## src/rtl/cfg_pkg.sv

```systemverilog
package cfg_pkg;

  // Number of client engines sharing the stack engine
  localparam int ENGS_N  = 4;

  // Width of one stack data word
  localparam int DAT_W   = 32;

  // Number of nodes in the shared node memory, kept a power of two
  localparam int PTR_N   = 8;

  // Derived index widths
  localparam int ENGID_W = $clog2(ENGS_N);
  localparam int PTR_W   = $clog2(PTR_N);

endpackage : cfg_pkg

```

## src/rtl/stk_pkg.sv

```systemverilog
package stk_pkg;

  import cfg_pkg::*;

  // Command presented by each engine every cycle
  // NOP means the engine makes no request
  typedef enum logic [1:0] {
    NOP  = 2'd0,
    PUSH = 2'd1,
    POP  = 2'd2,
    PEEK = 2'd3
  } opcode_t;

  // Outcome reported with every response
  // FULL comes from admission, EMPTY from lookup
  typedef enum logic [1:0] {
    OK    = 2'd0,
    EMPTY = 2'd1,
    FULL  = 2'd2
  } status_t;

  // Index of a client engine
  typedef logic [ENGID_W-1:0] engid_t;

  // Index of a node in the shared node memory
  typedef logic [PTR_W-1:0]   ptr_t;

  // One stack data word
  typedef logic [DAT_W-1:0]   dat_t;

endpackage : stk_pkg

```

## src/rtl/stk_al_if.sv

```systemverilog
interface stk_al_if import stk_pkg::*; ();

  // Allocation request from admission for a granted PUSH
  logic alloc_req;

  // Free list state, both combinational and including the release bypass
  logic empty;
  ptr_t ptr;

  // Node released by a successful POP in lookup
  logic dealloc_vld;
  ptr_t dealloc_ptr;

  modport ad (output alloc_req, input empty);

  modport al (input alloc_req, dealloc_vld, dealloc_ptr, output empty, ptr);

  modport lk (output dealloc_vld, dealloc_ptr);

endinterface : stk_al_if

```

## src/rtl/stk_lk_if.sv

```systemverilog
interface stk_lk_if import stk_pkg::*; ();

  // Granted command for the current cycle
  logic    vld;
  engid_t  engid;
  opcode_t opcode;
  dat_t    dat;

  // FULL when a PUSH found no free node, OK otherwise
  status_t status;

  // Node handed out by the allocator for a granted PUSH
  ptr_t    ptr;

  // Admission drives the command fields
  modport ad (output vld, engid, opcode, dat, status);

  // Lookup samples the whole command together with the node
  modport lk (input vld, engid, opcode, dat, status, ptr);

  // The allocator supplies the node pointer
  modport al (output ptr);

endinterface : stk_lk_if

```

## src/rtl/stk_pipe.sv

```systemverilog
module stk_pipe import cfg_pkg::*, stk_pkg::*; (
  // Client command ports, one lane per engine
    input  wire opcode_t [ENGS_N-1:0] i_cmd_opcode
  , input  wire dat_t    [ENGS_N-1:0] i_cmd_dat
  , output wire logic    [ENGS_N-1:0] o_cmd_ack

  // Response port shared by all engines
  , output wire logic                 o_rsp_vld
  , output wire engid_t               o_rsp_engid
  , output wire opcode_t              o_rsp_opcode
  , output wire status_t              o_rsp_status
  , output wire dat_t                 o_rsp_dat

  , input  wire logic                 clk
  , input  wire logic                 i_arst_n
);

  // Granted command, AD to LK
  stk_lk_if lk_if ();

  // Free list traffic between AD, LK and AL
  stk_al_if al_if ();

  // Admission picks one engine per cycle
  stk_pipe_ad u_stk_pipe_ad (
      .i_cmd_opcode (i_cmd_opcode)
    , .i_cmd_dat    (i_cmd_dat)
    , .o_cmd_ack    (o_cmd_ack)
    , .lk           (lk_if.ad)
    , .al           (al_if.ad)
    , .clk          (clk)
    , .i_arst_n     (i_arst_n)
  );

  // The allocated node joins the granted command on its way to LK
  stk_pipe_al u_stk_pipe_al (
      .al           (al_if.al)
    , .o_lk_ptr     (lk_if.ptr)
    , .clk          (clk)
    , .i_arst_n     (i_arst_n)
  );

  // Lookup executes the command and answers
  stk_pipe_lk u_stk_pipe_lk (
      .lk           (lk_if.lk)
    , .al           (al_if.lk)
    , .o_rsp_vld    (o_rsp_vld)
    , .o_rsp_engid  (o_rsp_engid)
    , .o_rsp_opcode (o_rsp_opcode)
    , .o_rsp_status (o_rsp_status)
    , .o_rsp_dat    (o_rsp_dat)
    , .clk          (clk)
    , .i_arst_n     (i_arst_n)
  );

endmodule : stk_pipe

```

## src/rtl/stk_pipe_ad.sv

```systemverilog
module stk_pipe_ad import cfg_pkg::*, stk_pkg::*; (
  // Per engine command inputs, held until acknowledged
    input  wire opcode_t [ENGS_N-1:0] i_cmd_opcode
  , input  wire dat_t    [ENGS_N-1:0] i_cmd_dat
  , output wire logic    [ENGS_N-1:0] o_cmd_ack

  // Granted command towards lookup
  , stk_lk_if.ad                      lk

  // Allocation handshake with the free list
  , stk_al_if.ad                      al

  , input  wire logic                 clk
  , input  wire logic                 i_arst_n
);

  // Engines with a command other than NOP
  logic [ENGS_N-1:0] req;

  // Engine that has the highest priority this cycle
  engid_t            rr_q;

  // Winner of this cycle's arbitration
  engid_t            win;
  logic              win_vld;
  opcode_t           win_opcode;
  logic [ENGS_N-1:0] ack;

  // A free list that is empty even after the bypass means no node for a PUSH
  logic              win_push;

  always_comb begin
    for (int e = 0; e < ENGS_N; e++) begin
      req[e] = (i_cmd_opcode[e] != NOP);
    end
  end

  // Scan the engines starting at the priority pointer
  // The index wraps naturally because ENGS_N is a power of two
  always_comb begin
    engid_t idx;
    win_vld = 1'b0;
    win     = rr_q;
    for (int i = 0; i < ENGS_N; i++) begin
      idx = rr_q + engid_t'(i);
      if (!win_vld && req[idx]) begin
        win_vld = 1'b1;
        win     = idx;
      end
    end
  end

  // One-hot ack for the winner, zero when nobody asks
  always_comb begin
    ack = '0;
    if (win_vld) begin
      ack[win] = 1'b1;
    end
  end

  assign o_cmd_ack  = ack;
  assign win_opcode = i_cmd_opcode[win];
  assign win_push   = win_vld && (win_opcode == PUSH);

  // The granted command goes straight to the lookup register
  assign lk.vld    = win_vld;
  assign lk.engid  = win;
  assign lk.opcode = win_opcode;
  assign lk.dat    = i_cmd_dat[win];
  assign lk.status = (win_push && al.empty) ? FULL : OK;

  // Only a PUSH that can get a node takes one from the free list
  assign al.alloc_req = win_push && !al.empty;

  // After a grant the engine behind the winner gets first chance
  always_ff @(posedge clk or negedge i_arst_n) begin
    if (!i_arst_n) begin
      rr_q <= '0;
    end else if (win_vld) begin
      rr_q <= win + engid_t'(1);
    end
  end

endmodule : stk_pipe_ad

```

## src/rtl/stk_pipe_al.sv

```systemverilog
module stk_pipe_al import cfg_pkg::*, stk_pkg::*; (
  // Allocation and release traffic
    stk_al_if.al          al

  // Allocated node, carried to lookup with the command
  , output wire ptr_t     o_lk_ptr

  , input  wire logic     clk
  , input  wire logic     i_arst_n
);

  // Circular FIFO of free node pointers
  ptr_t           fifo_q [PTR_N];
  ptr_t           rd_q;
  ptr_t           wr_q;
  logic [PTR_W:0] cnt_q;

  logic           fifo_empty;
  logic           use_bypass;
  logic           do_pop;
  logic           do_push;
  ptr_t           alloc_ptr;

  assign fifo_empty = (cnt_q == '0);

  // With no stored node, the node being released this cycle is handed out
  assign alloc_ptr = fifo_empty ? al.dealloc_ptr : fifo_q[rd_q];
  assign al.empty  = fifo_empty && !al.dealloc_vld;
  assign al.ptr    = alloc_ptr;
  assign o_lk_ptr  = alloc_ptr;

  // A bypassed node goes directly from release to allocation
  assign use_bypass = al.alloc_req && fifo_empty && al.dealloc_vld;
  assign do_pop     = al.alloc_req && !fifo_empty;
  assign do_push    = al.dealloc_vld && !use_bypass;

  // At reset every node is free, stored in index order
  always_ff @(posedge clk or negedge i_arst_n) begin
    if (!i_arst_n) begin
      rd_q  <= '0;
      wr_q  <= '0;
      cnt_q <= (PTR_W + 1)'(PTR_N);
      for (int i = 0; i < PTR_N; i++) begin
        fifo_q[i] <= ptr_t'(i);
      end
    end else begin
      if (do_push) begin
        fifo_q[wr_q] <= al.dealloc_ptr;
        wr_q         <= wr_q + ptr_t'(1);
      end
      if (do_pop) begin
        rd_q <= rd_q + ptr_t'(1);
      end
      // Count is unchanged when a pop and a push meet in one cycle
      case ({do_push, do_pop})
        2'b10:   cnt_q <= cnt_q + (PTR_W + 1)'(1);
        2'b01:   cnt_q <= cnt_q - (PTR_W + 1)'(1);
        default: cnt_q <= cnt_q;
      endcase
    end
  end

endmodule : stk_pipe_al

```

## src/rtl/stk_pipe_lk.sv

```systemverilog
module stk_pipe_lk import cfg_pkg::*, stk_pkg::*; (
  // Granted command from admission
    stk_lk_if.lk          lk

  // Node release towards the free list
  , stk_al_if.lk          al

  // Registered response
  , output wire logic     o_rsp_vld
  , output wire engid_t   o_rsp_engid
  , output wire opcode_t  o_rsp_opcode
  , output wire status_t  o_rsp_status
  , output wire dat_t     o_rsp_dat

  , input  wire logic     clk
  , input  wire logic     i_arst_n
);

  // Command register between admission and execution
  logic              cmd_vld_q;
  engid_t            cmd_engid_q;
  opcode_t           cmd_opcode_q;
  status_t           cmd_status_q;
  ptr_t              cmd_ptr_q;
  dat_t              cmd_dat_q;
  logic              cmd_dat_en;

  // Head of each engine's stack
  ptr_t              head_q [ENGS_N];
  logic [ENGS_N-1:0] head_vld_q;

  // Node memory, each node holds a word and a link to the node below
  dat_t              node_dat_q [PTR_N];
  ptr_t              node_nxt_q [PTR_N];
  logic [PTR_N-1:0]  node_nxt_vld_q;

  // Execution of the registered command
  ptr_t              cur_head;
  logic              cur_vld;
  logic              push_ok;
  logic              pop_ok;
  status_t           rsp_status;
  dat_t              rsp_dat;

  // Response register
  logic              rsp_vld_q;
  engid_t            rsp_engid_q;
  opcode_t           rsp_opcode_q;
  status_t           rsp_status_q;
  dat_t              rsp_dat_q;

  always_ff @(posedge clk or negedge i_arst_n) begin
    if (!i_arst_n) begin
      cmd_vld_q <= 1'b0;
    end else begin
      cmd_vld_q <= lk.vld;
    end
  end

  always_ff @(posedge clk) begin
    if (lk.vld) begin
      cmd_engid_q  <= lk.engid;
      cmd_opcode_q <= lk.opcode;
      cmd_status_q <= lk.status;
      cmd_ptr_q    <= lk.ptr;
    end
  end

  // Only a PUSH carries a word worth keeping
  assign cmd_dat_en = lk.vld && (lk.opcode == PUSH);

  always_ff @(posedge clk) begin
    if (cmd_dat_en) begin
      cmd_dat_q <= lk.dat;
    end
  end

  assign cur_head = head_q[cmd_engid_q];
  assign cur_vld  = head_vld_q[cmd_engid_q];

  // A FULL push changes nothing, a POP on an empty stack frees nothing
  assign push_ok = cmd_vld_q && (cmd_opcode_q == PUSH) && (cmd_status_q == OK);
  assign pop_ok  = cmd_vld_q && (cmd_opcode_q == POP) && cur_vld;

  // The popped head goes back to the free list in this same cycle
  assign al.dealloc_vld = pop_ok;
  assign al.dealloc_ptr = cur_head;

  // A successful PUSH echoes its word, POP and PEEK return the top word
  always_comb begin
    rsp_status = cmd_status_q;
    rsp_dat    = '0;
    case (cmd_opcode_q)
      PUSH: begin
        if (cmd_status_q == OK) begin
          rsp_dat = cmd_dat_q;
        end
      end
      POP, PEEK: begin
        if (cur_vld) begin
          rsp_dat = node_dat_q[cur_head];
        end else begin
          rsp_status = EMPTY;
        end
      end
      default: begin
        rsp_dat = '0;
      end
    endcase
  end

  // New node is linked above the current head
  always_ff @(posedge clk) begin
    if (push_ok) begin
      node_dat_q[cmd_ptr_q]     <= cmd_dat_q;
      node_nxt_q[cmd_ptr_q]     <= cur_head;
      node_nxt_vld_q[cmd_ptr_q] <= cur_vld;
    end
  end

  always_ff @(posedge clk) begin
    if (push_ok) begin
      head_q[cmd_engid_q] <= cmd_ptr_q;
    end else if (pop_ok) begin
      head_q[cmd_engid_q] <= node_nxt_q[cur_head];
    end
  end

  // Popping the bottom node leaves the stack empty
  always_ff @(posedge clk or negedge i_arst_n) begin
    if (!i_arst_n) begin
      head_vld_q <= '0;
    end else if (push_ok) begin
      head_vld_q[cmd_engid_q] <= 1'b1;
    end else if (pop_ok) begin
      head_vld_q[cmd_engid_q] <= node_nxt_vld_q[cur_head];
    end
  end

  always_ff @(posedge clk or negedge i_arst_n) begin
    if (!i_arst_n) begin
      rsp_vld_q <= 1'b0;
    end else begin
      rsp_vld_q <= cmd_vld_q;
    end
  end

  always_ff @(posedge clk) begin
    if (cmd_vld_q) begin
      rsp_engid_q  <= cmd_engid_q;
      rsp_opcode_q <= cmd_opcode_q;
      rsp_status_q <= rsp_status;
      rsp_dat_q    <= rsp_dat;
    end
  end

  assign o_rsp_vld    = rsp_vld_q;
  assign o_rsp_engid  = rsp_engid_q;
  assign o_rsp_opcode = rsp_opcode_q;
  assign o_rsp_status = rsp_status_q;
  assign o_rsp_dat    = rsp_dat_q;

endmodule : stk_pipe_lk

```

## config.mk

```make
export PLATFORM = sky130hd
export DESIGN_NAME = stk_pipe
export DESIGN_NICKNAME = d
export VERILOG_FILES = /design/src/rtl/cfg_pkg.sv /design/src/rtl/stk_pkg.sv /design/src/rtl/stk_al_if.sv /design/src/rtl/stk_lk_if.sv /design/src/rtl/stk_pipe.sv /design/src/rtl/stk_pipe_ad.sv /design/src/rtl/stk_pipe_al.sv /design/src/rtl/stk_pipe_lk.sv
export SDC_FILE = /design/constraint.sdc
export NUM_CORES = 1
export LEC_CHECK = 0
export ABC_AREA = 1
export BUFFER_PORTS_ARGS = -buffer_cell sky130_fd_sc_hd__clkbuf_2
export CAP_MARGIN = 5
export CORE_MARGIN = 2
export CORE_UTILIZATION = 30
export CTS_CLUSTER_SIZE = 28
export DETAILED_ROUTE_END_ITERATION = 8
export HOLD_SLACK_MARGIN = 0.15
export PLACE_DENSITY_LB_ADDON = 0.12
export SYNTH_ARGS = -nofsm -noshare
export SYNTH_HDL_FRONTEND = slang
export SYNTH_HIERARCHICAL = 1
export SYNTH_SLANG_ARGS = --single-unit
```

## constraint.sdc

```tcl
create_clock -name clk -period 7.8 [get_ports clk]
set_clock_uncertainty 0.05 [all_clocks]
set_input_delay 1.17 -clock clk [delete_from_list [all_inputs] [get_ports clk]]
set_output_delay 1.17 -clock clk [all_outputs]
set_load 0.1 [all_outputs]
```

Word level (Yosys, flattened, before mapping). Memories as Yosys holds them, arrays and structs flattened. A register that Yosys moved wholly into a read port is not among the register bits. Index checks and enable logic that the tools add are counted.

Register bits: 129. Bits in latches: 0. Memory bits (writable): 292. ROM bits: 0. Memories kept: 3.

$add $sub $neg: 8. Multipliers: 0. Divide/modulo/power cells: 0. $lt $le $gt $ge: 14. Equality and inequality tests: 6. Shift-type cells: 0. Mux-type cells: 55. Bitwise logic cells: 4. Reduce and logical (&&, ||, !) cells: 35.

Memory list: u_stk_pipe_lk.node_dat_q (depth 8, bits a word 32, rd ports 1, clocked after memory_dff 0, write ports 1, RTL line stk_pipe_lk.sv:33) `dat_t node_dat_q [PTR_N];`; u_stk_pipe_lk.node_nxt_q (depth 8, bits a word 3, rd ports 1, clocked after memory_dff 0, write ports 1, RTL line stk_pipe_lk.sv:34) `ptr_t node_nxt_q [PTR_N];`; u_stk_pipe_lk.head_q (depth 4, bits a word 3, rd ports 1, clocked after memory_dff 1, write ports 1, RTL line stk_pipe_lk.sv:29) `ptr_t head_q [ENGS_N];`.

Operators with widths (count): two-way mux 32 bit (3); binary-select mux 32 bit (select 2 bit) (1); one-hot mux 32 bit (2 select lines) (1); bitwise mux 24 bit (1); logical AND 1 bit (19); less-than comparator 2 x 3 -> 1 bit (second input constant) (6); two-way mux 1 bit (18); two-way mux 2 bit (8); two-way mux 3 bit (5); two-way mux 4 bit (3); nonzero test 2 bit (6); binary-select mux 1 bit (select 2 bit) (5); binary-select mux 3 bit (select 3 bit) (1); demux 3 bit (select 3 bit) (1); bitwise mux 8 bit (1); greater-or-equal comparator 4 bit (second input constant) (2); less-than comparator 3 x 4 -> 1 bit (second input constant) (2); NOT 3 -> 4 bit (2); one-hot mux 4 bit (2 select lines) (1); logical NOT 1 bit (7); adder 3 x 1 -> 3 bit (second input constant) (2); == test 2 x 1 -> 1 bit (second input constant) (3); == test 2 bit (second input constant) (3); adder 2 x 1 -> 2 bit (second input constant) (2); other kinds (16) (19).

Logic depth before layout (Yosys ltp).
Word-level depth: 24. Gate-level depth with buffers: 28. Gate-level depth less buffers: 26.

Hierarchy. The synthesis kept the hierarchy.

Modules (own cells, without submodules): stk_pipe_lk (times used 1, cells each 1224, area each 15313.4 sq um, sequential area each 11571.1 sq um); stk_pipe_al (times used 1, cells each 242, area each 1908.1 sq um, sequential area each 867.1 sq um); stk_pipe_ad (times used 1, cells each 353, area each 1652.8 sq um, sequential area each 50.0 sq um).

Least setup slack after synthesis. No wires, ideal clock.

Path type: input to output. From: input port i_cmd_opcode[2] (netlist bit). To: output port o_cmd_ack[0]. Arrival time: 3.713 ns. Setup slack: 2.867 ns. Cell stages on the path: 15. Path buffers: 1. Path through: nor2_1 -> nand2_1 -> nand2_1 -> nand2_1 -> nand2_1 -> inv_1 -> nand2_1 -> nand2_1 -> nand2_1 -> nand3_1 -> nand2_2 -> buf_2 -> ha_1 -> inv_1 -> nor2_1.

Longest elaborated chain between the ends: 18. Elaborated cells on any way between the ends: 28.

RTL lines: from (decl) (RTL line stk_pipe.sv:3) `input wire opcode_t [ENGS_N-1:0] i_cmd_opcode`; nonzero test 2 bit * (RTL line stk_pipe_ad.sv:34) `req[e] = (i_cmd_opcode[e] != NOP);`; binary-select mux 1 bit (select 2 bit) (RTL line stk_pipe_ad.sv:46) `if (!win_vld && req[idx]) begin`; two-way mux 1 bit (not written as such) (RTL line stk_pipe_ad.sv:46); two-way mux 1 bit (RTL line stk_pipe_ad.sv:46); logical NOT 1 bit (RTL line stk_pipe_ad.sv:46); logical AND 1 bit (RTL line stk_pipe_ad.sv:46); two-way mux 1 bit (RTL line stk_pipe_ad.sv:46); logical NOT 1 bit (RTL line stk_pipe_ad.sv:46); [... 2 more ...]; logical NOT 1 bit (RTL line stk_pipe_ad.sv:46); logical AND 1 bit (RTL line stk_pipe_ad.sv:46); two-way mux 2 bit (RTL line stk_pipe_ad.sv:46); less-than comparator 2 x 3 -> 1 bit (not written as such) / greater-or-equal comparator 2 x 1 -> 1 bit (equally long branches) (RTL line stk_pipe_ad.sv:57) `ack[win] = 1'b1;`; logical AND 1 bit (not written as such) (RTL line stk_pipe_ad.sv:57); two-way mux 1 bit (not written as such) (RTL line stk_pipe_ad.sv:57); demux 1 bit (select 2 bit); two-way mux 4 bit * (RTL line stk_pipe_ad.sv:56) `if (win_vld) begin`; to (decl) (RTL line stk_pipe.sv:5) `, output wire logic [ENGS_N-1:0] o_cmd_ack`.

Every way passes the cells marked *; elsewhere a longest branch is shown, timed or not. The select of a mux whose other input is x is not followed.

Worst setup path after layout.
From: input port i_cmd_opcode[4] (netlist bit). To: output port o_cmd_ack[3].

Longest elaborated chain between the ends: 18. Elaborated cells on any way between the ends: 28.

RTL lines: nonzero test 2 bit * (RTL line stk_pipe_ad.sv:34); binary-select mux 1 bit (select 2 bit) (RTL line stk_pipe_ad.sv:46); two-way mux 1 bit (not written as such) (RTL line stk_pipe_ad.sv:46); two-way mux 1 bit (RTL line stk_pipe_ad.sv:46); logical NOT 1 bit (RTL line stk_pipe_ad.sv:46); logical AND 1 bit (RTL line stk_pipe_ad.sv:46); two-way mux 1 bit (RTL line stk_pipe_ad.sv:46); logical NOT 1 bit (RTL line stk_pipe_ad.sv:46); [... 3 more ...]; logical AND 1 bit (RTL line stk_pipe_ad.sv:46); two-way mux 2 bit * (RTL line stk_pipe_ad.sv:46); via lk_if.engid[0] (RTL line stk_lk_if.sv:5) `engid_t engid;`; less-than comparator 2 x 3 -> 1 bit (not written as such) / greater-or-equal comparator 2 x 1 -> 1 bit (equally long branches) (RTL line stk_pipe_ad.sv:57); logical AND 1 bit (not written as such) (RTL line stk_pipe_ad.sv:57); two-way mux 1 bit (not written as such) (RTL line stk_pipe_ad.sv:57); demux 1 bit (select 2 bit) *; two-way mux 4 bit * (RTL line stk_pipe_ad.sv:56).

The timed path passes the listed nets; every way through them passes the cells marked *. The select of a mux whose other input is x is not followed.

==> out/results.ini <==
[power]
p_leak_nw=9.11
peakVddDrop_uv=562
p_total_w=0.0108
power_density_nw_per_um2=493

[detailed_routing]
drcViolationCount=0
dr.first_iter.drc_count=792
wirelength_mm=52.2
via_count=13200
dr.pass1.iters=5
ant_nets=0
wl_per_cell_microns=18.3
vias_per_cell=4.62

[placement]
gp_congestion=0.930
portBuffers=180
place_hpwl_mm=31.3
placed_cell_area_sq_um=20500

[setup_path]
worstRegToRegCells=17
cp_max_fo=72
cp-end-kind=primary output
arrival_ps=4410
cpPeakStageDelay_ps=490
crit_type=primary input to primary output
worstSetupStartpointType=primary input
cp.required_ps=6580
path_cells=clkbuf_2 -> nor2_1 -> nand2_1 -> nand3_2 -> nand2_2 -> nor2_4 -> nand3_4 -> nand2_4 -> nand2_4 -> inv_2 -> buf_4 -> ha_1 -> inv_1 -> nor2_1 -> clkbuf_2
critPathSlowestCell=buf_4

[timing]
setup_viol=0
hold_ws_ps=411
min_period_ps=5630
max-slew-margin-rel=0.295
rsz0062_at_grt=false
fin_tns_setup_ps=0
max_freq_mhz=177
finalHoldViolCount=0
slew_violations=0
fin_crit_sh=0.722
max_slew.worst_pin.slew_ps=1060

[die]
rows=91
start_util=0.305
die_y_microns=255
die_width_microns=255
core_region_area_sq_um=61900
io_pins=181
dieArea_sq_um=64900

[clock_tree]
cts_tree=yes
cts_setup_buffers=0
clkTransAtPathRegs_ps=50
clock_latency_ps=570
cts-htree-levels=2
cts_resized=0
cts_root_buffer=clkbuf_16
cts_hold_buf=0
ctsLongestPathBuffers=3
cts_buffers=48
clkSinkCount=423

[final_layout]
fin_nets=2126
syn_to_final_growth_pct=16.2
layout-drive-gt1-share=0.160
fin_area_sq_um=21900

[yosys]
ys_warn_count=6
synth_cell_types=42
syn-num-nets=1966
yosysSeqAreaShare=0.662
syn_avg_cell_area_sq_um=10.4
synth_seq_cells=423
syn-instance-count=1819
syn-cell-area_sq_um=18900

[run_status]
outcome=completed

[grt]
grt_pass1_vias=13200
overflow=0
grt_util_all_layers=0.163
grt_max_degree=99
grt_antenna_before_repair=0
grt_pass1_wl_mm=79.9

[min_path]
hp-class=flip-flop to flip-flop
min_path_cells=2

[flow_run]
drv_cap=0

logic make-up (layout without fill, tap and decap cells):
group	Yosys count	after routing	synth area share
AO/OA/AOI/OAI	162	162	0.0526
XOR/XNOR	6	6	0.00278
adder cells (fa/ha/maj)	9	9	0.00597
buffers and inverters	211	404	0.0545
flip-flops	423	423	0.662
multiplexers	1	1	0.000597
other	1	2	0.000199
AND/OR/NAND/NOR	1006	1006	0.222
layout make-up:
cell class / count / area, sq um
Tap cell: 837 / 1050
Clock buffer: 62 / 1300
Timing Repair Buffer: 200 / 1050
Clock inverter: 21 / 146
Inverter: 121 / 459
Antenna cell: 1 / 2.50
Multi-Input combinational cell: 1185 / 5440
Fill cell: 6285 / 40000
Sequential cell: 423 / 12500
cell usage after synthesis:
cell type / number / area [sq um]
nand2_2: 6 / 37.5
mux2_2: 1 / 11.3
nor2_1: 87 / 327
xnor2_1: 2 / 17.5
nand3b_1: 1 / 7.51
nand3_1: 181 / 906
nand2_4: 3 / 33.8
buf_1: 4 / 15.0
a21oi_1: 4 / 20.0
dfstp_2: 13 / 342
conb_1: 1 / 3.75
nor2_8: 2 / 40.0
nand3_2: 5 / 50.1
buf_8: 2 / 30.0
o21ai_2: 1 / 8.76
a22oi_1: 2 / 15.0
or2_1: 1 / 6.26
nand2_8: 1 / 20.0
inv_4: 2 / 12.5
dfrtp_1: 29 / 726
o21ai_1: 31 / 155
nor3_1: 3 / 15.0
o211ai_1: 68 / 510
xor2_1: 4 / 35.0
edfxtp_1: 379 / 11400
inv_1: 107 / 402
buf_2: 30 / 150
buf_4: 13 / 97.6
nand4_2: 1 / 12.5
o21bai_1: 1 / 7.51
nor2_4: 2 / 22.5
nand3_4: 1 / 17.5
nand4_4: 1 / 21.3
ha_1: 9 / 113
clkinv_1: 1 / 3.75
inv_2: 11 / 41.3
clkbuf_1: 23 / 86.3
clkbuf_2: 2 / 10.0
dfxtp_1: 2 / 40.0
buf_6: 16 / 180
nand2_1: 711 / 2670
o21ai_0: 55 / 275
worst max-delay path: cells and delay by family:
family | cells | cell delay (ps)
buf+inv | 5 | 1570
simple gates | 9 | 1370
fa+ha+maj | 1 | 250
state kept, by name, indices dropped and copies added, names as in the netlist, named ones only:
| signal | flops |
|---|---|
| u_stk_pipe_lk/node_dat_q | 256 |
| u_stk_pipe_lk/cmd_dat_q | 32 |
| u_stk_pipe_lk/o_rsp_dat | 32 |
| u_stk_pipe_al/fifo_q | 24 |
| u_stk_pipe_lk/node_nxt_q | 24 |
| u_stk_pipe_lk/head_q | 12 |
| u_stk_pipe_lk/node_nxt_vld_q | 8 |
| u_stk_pipe_al/cnt_q | 4 |
| u_stk_pipe_lk/head_vld_q | 4 |
| u_stk_pipe_al/rd_q | 3 |
| u_stk_pipe_al/wr_q | 3 |
| u_stk_pipe_lk/cmd_ptr_q | 3 |
| u_stk_pipe_ad/rr_q | 2 |
| u_stk_pipe_lk/cmd_engid_q | 2 |
| u_stk_pipe_lk/cmd_opcode_q | 2 |
| u_stk_pipe_lk/cmd_status_q | 2 |
| u_stk_pipe_lk/o_rsp_engid | 2 |
| u_stk_pipe_lk/o_rsp_opcode | 2 |
| u_stk_pipe_lk/o_rsp_status | 2 |
| u_stk_pipe_lk/cmd_vld_q | 1 |
| u_stk_pipe_lk/o_rsp_vld | 1 |
where the power goes:
group          switching (W)  internal (W)  total [W]
Combinational        0.00371       0.00116    0.00487
Clock               0.000878       0.00123    0.00210
Sequential          0.000446       0.00339    0.00384
layer usage:
metal  global-route usage  share of wire  vias up
met1                0.229           0.48     6294
li1                     -              -     6460
met3               0.0277          0.049       67
met4               0.0488          0.023        0
met2                0.257           0.45      344
met5                    0              0        -
placed cells by master (no fill, tap or decap), drive strengths merged:
cell	n
nand4	2
o21bai	1
xnor2	2
clkinvlp	1
o211ai	68
o21ai	87
xor2	4
or2	1
diode	1
nand3b	1
nor2	91
nand2	721
mux2	1
bufinv	2
a22oi	2
nand3	187
clkbuf	242
edfxtp	379
dfstp	13
a21oi	4
nor3	3
clkinv	19
conb	1
buf	20
dfxtp	2
dfrtp	29
ha	9
inv	120
per-stage QoR:
stage | worst slack, ps | cells | util
after floorplan | 2870 | 1819 | -
after global placement | 2290 | 2766 | 0.331
after detailed placement | 2220 | 2766 | 0.331
after CTS | 2210 | 2849 | 0.354
after global routing | 1860 | 2849 | 0.354
final | 2170 | 2850 | 0.354
final timing paths:
path                                              start                          end  slack, ps
worst min register to register  u_stk_pipe_al/fifo_q[0]      u_stk_pipe_al/fifo_q[0]        410
worst max register to register    u_stk_pipe_ad/rr_q[0]  u_stk_pipe_lk/cmd_dat_q[20]       3280
max in group asynchronous                      i_arst_n      u_stk_pipe_lk/cmd_vld_q       6650
worst min-delay path            u_stk_pipe_al/fifo_q[0]      u_stk_pipe_al/fifo_q[0]        410
worst max-delay path                    i_cmd_opcode[4]                 o_cmd_ack[3]       2170
min in group asynchronous                      i_arst_n     u_stk_pipe_al/fifo_q[22]        630
(Power assumes the default switching activity.)
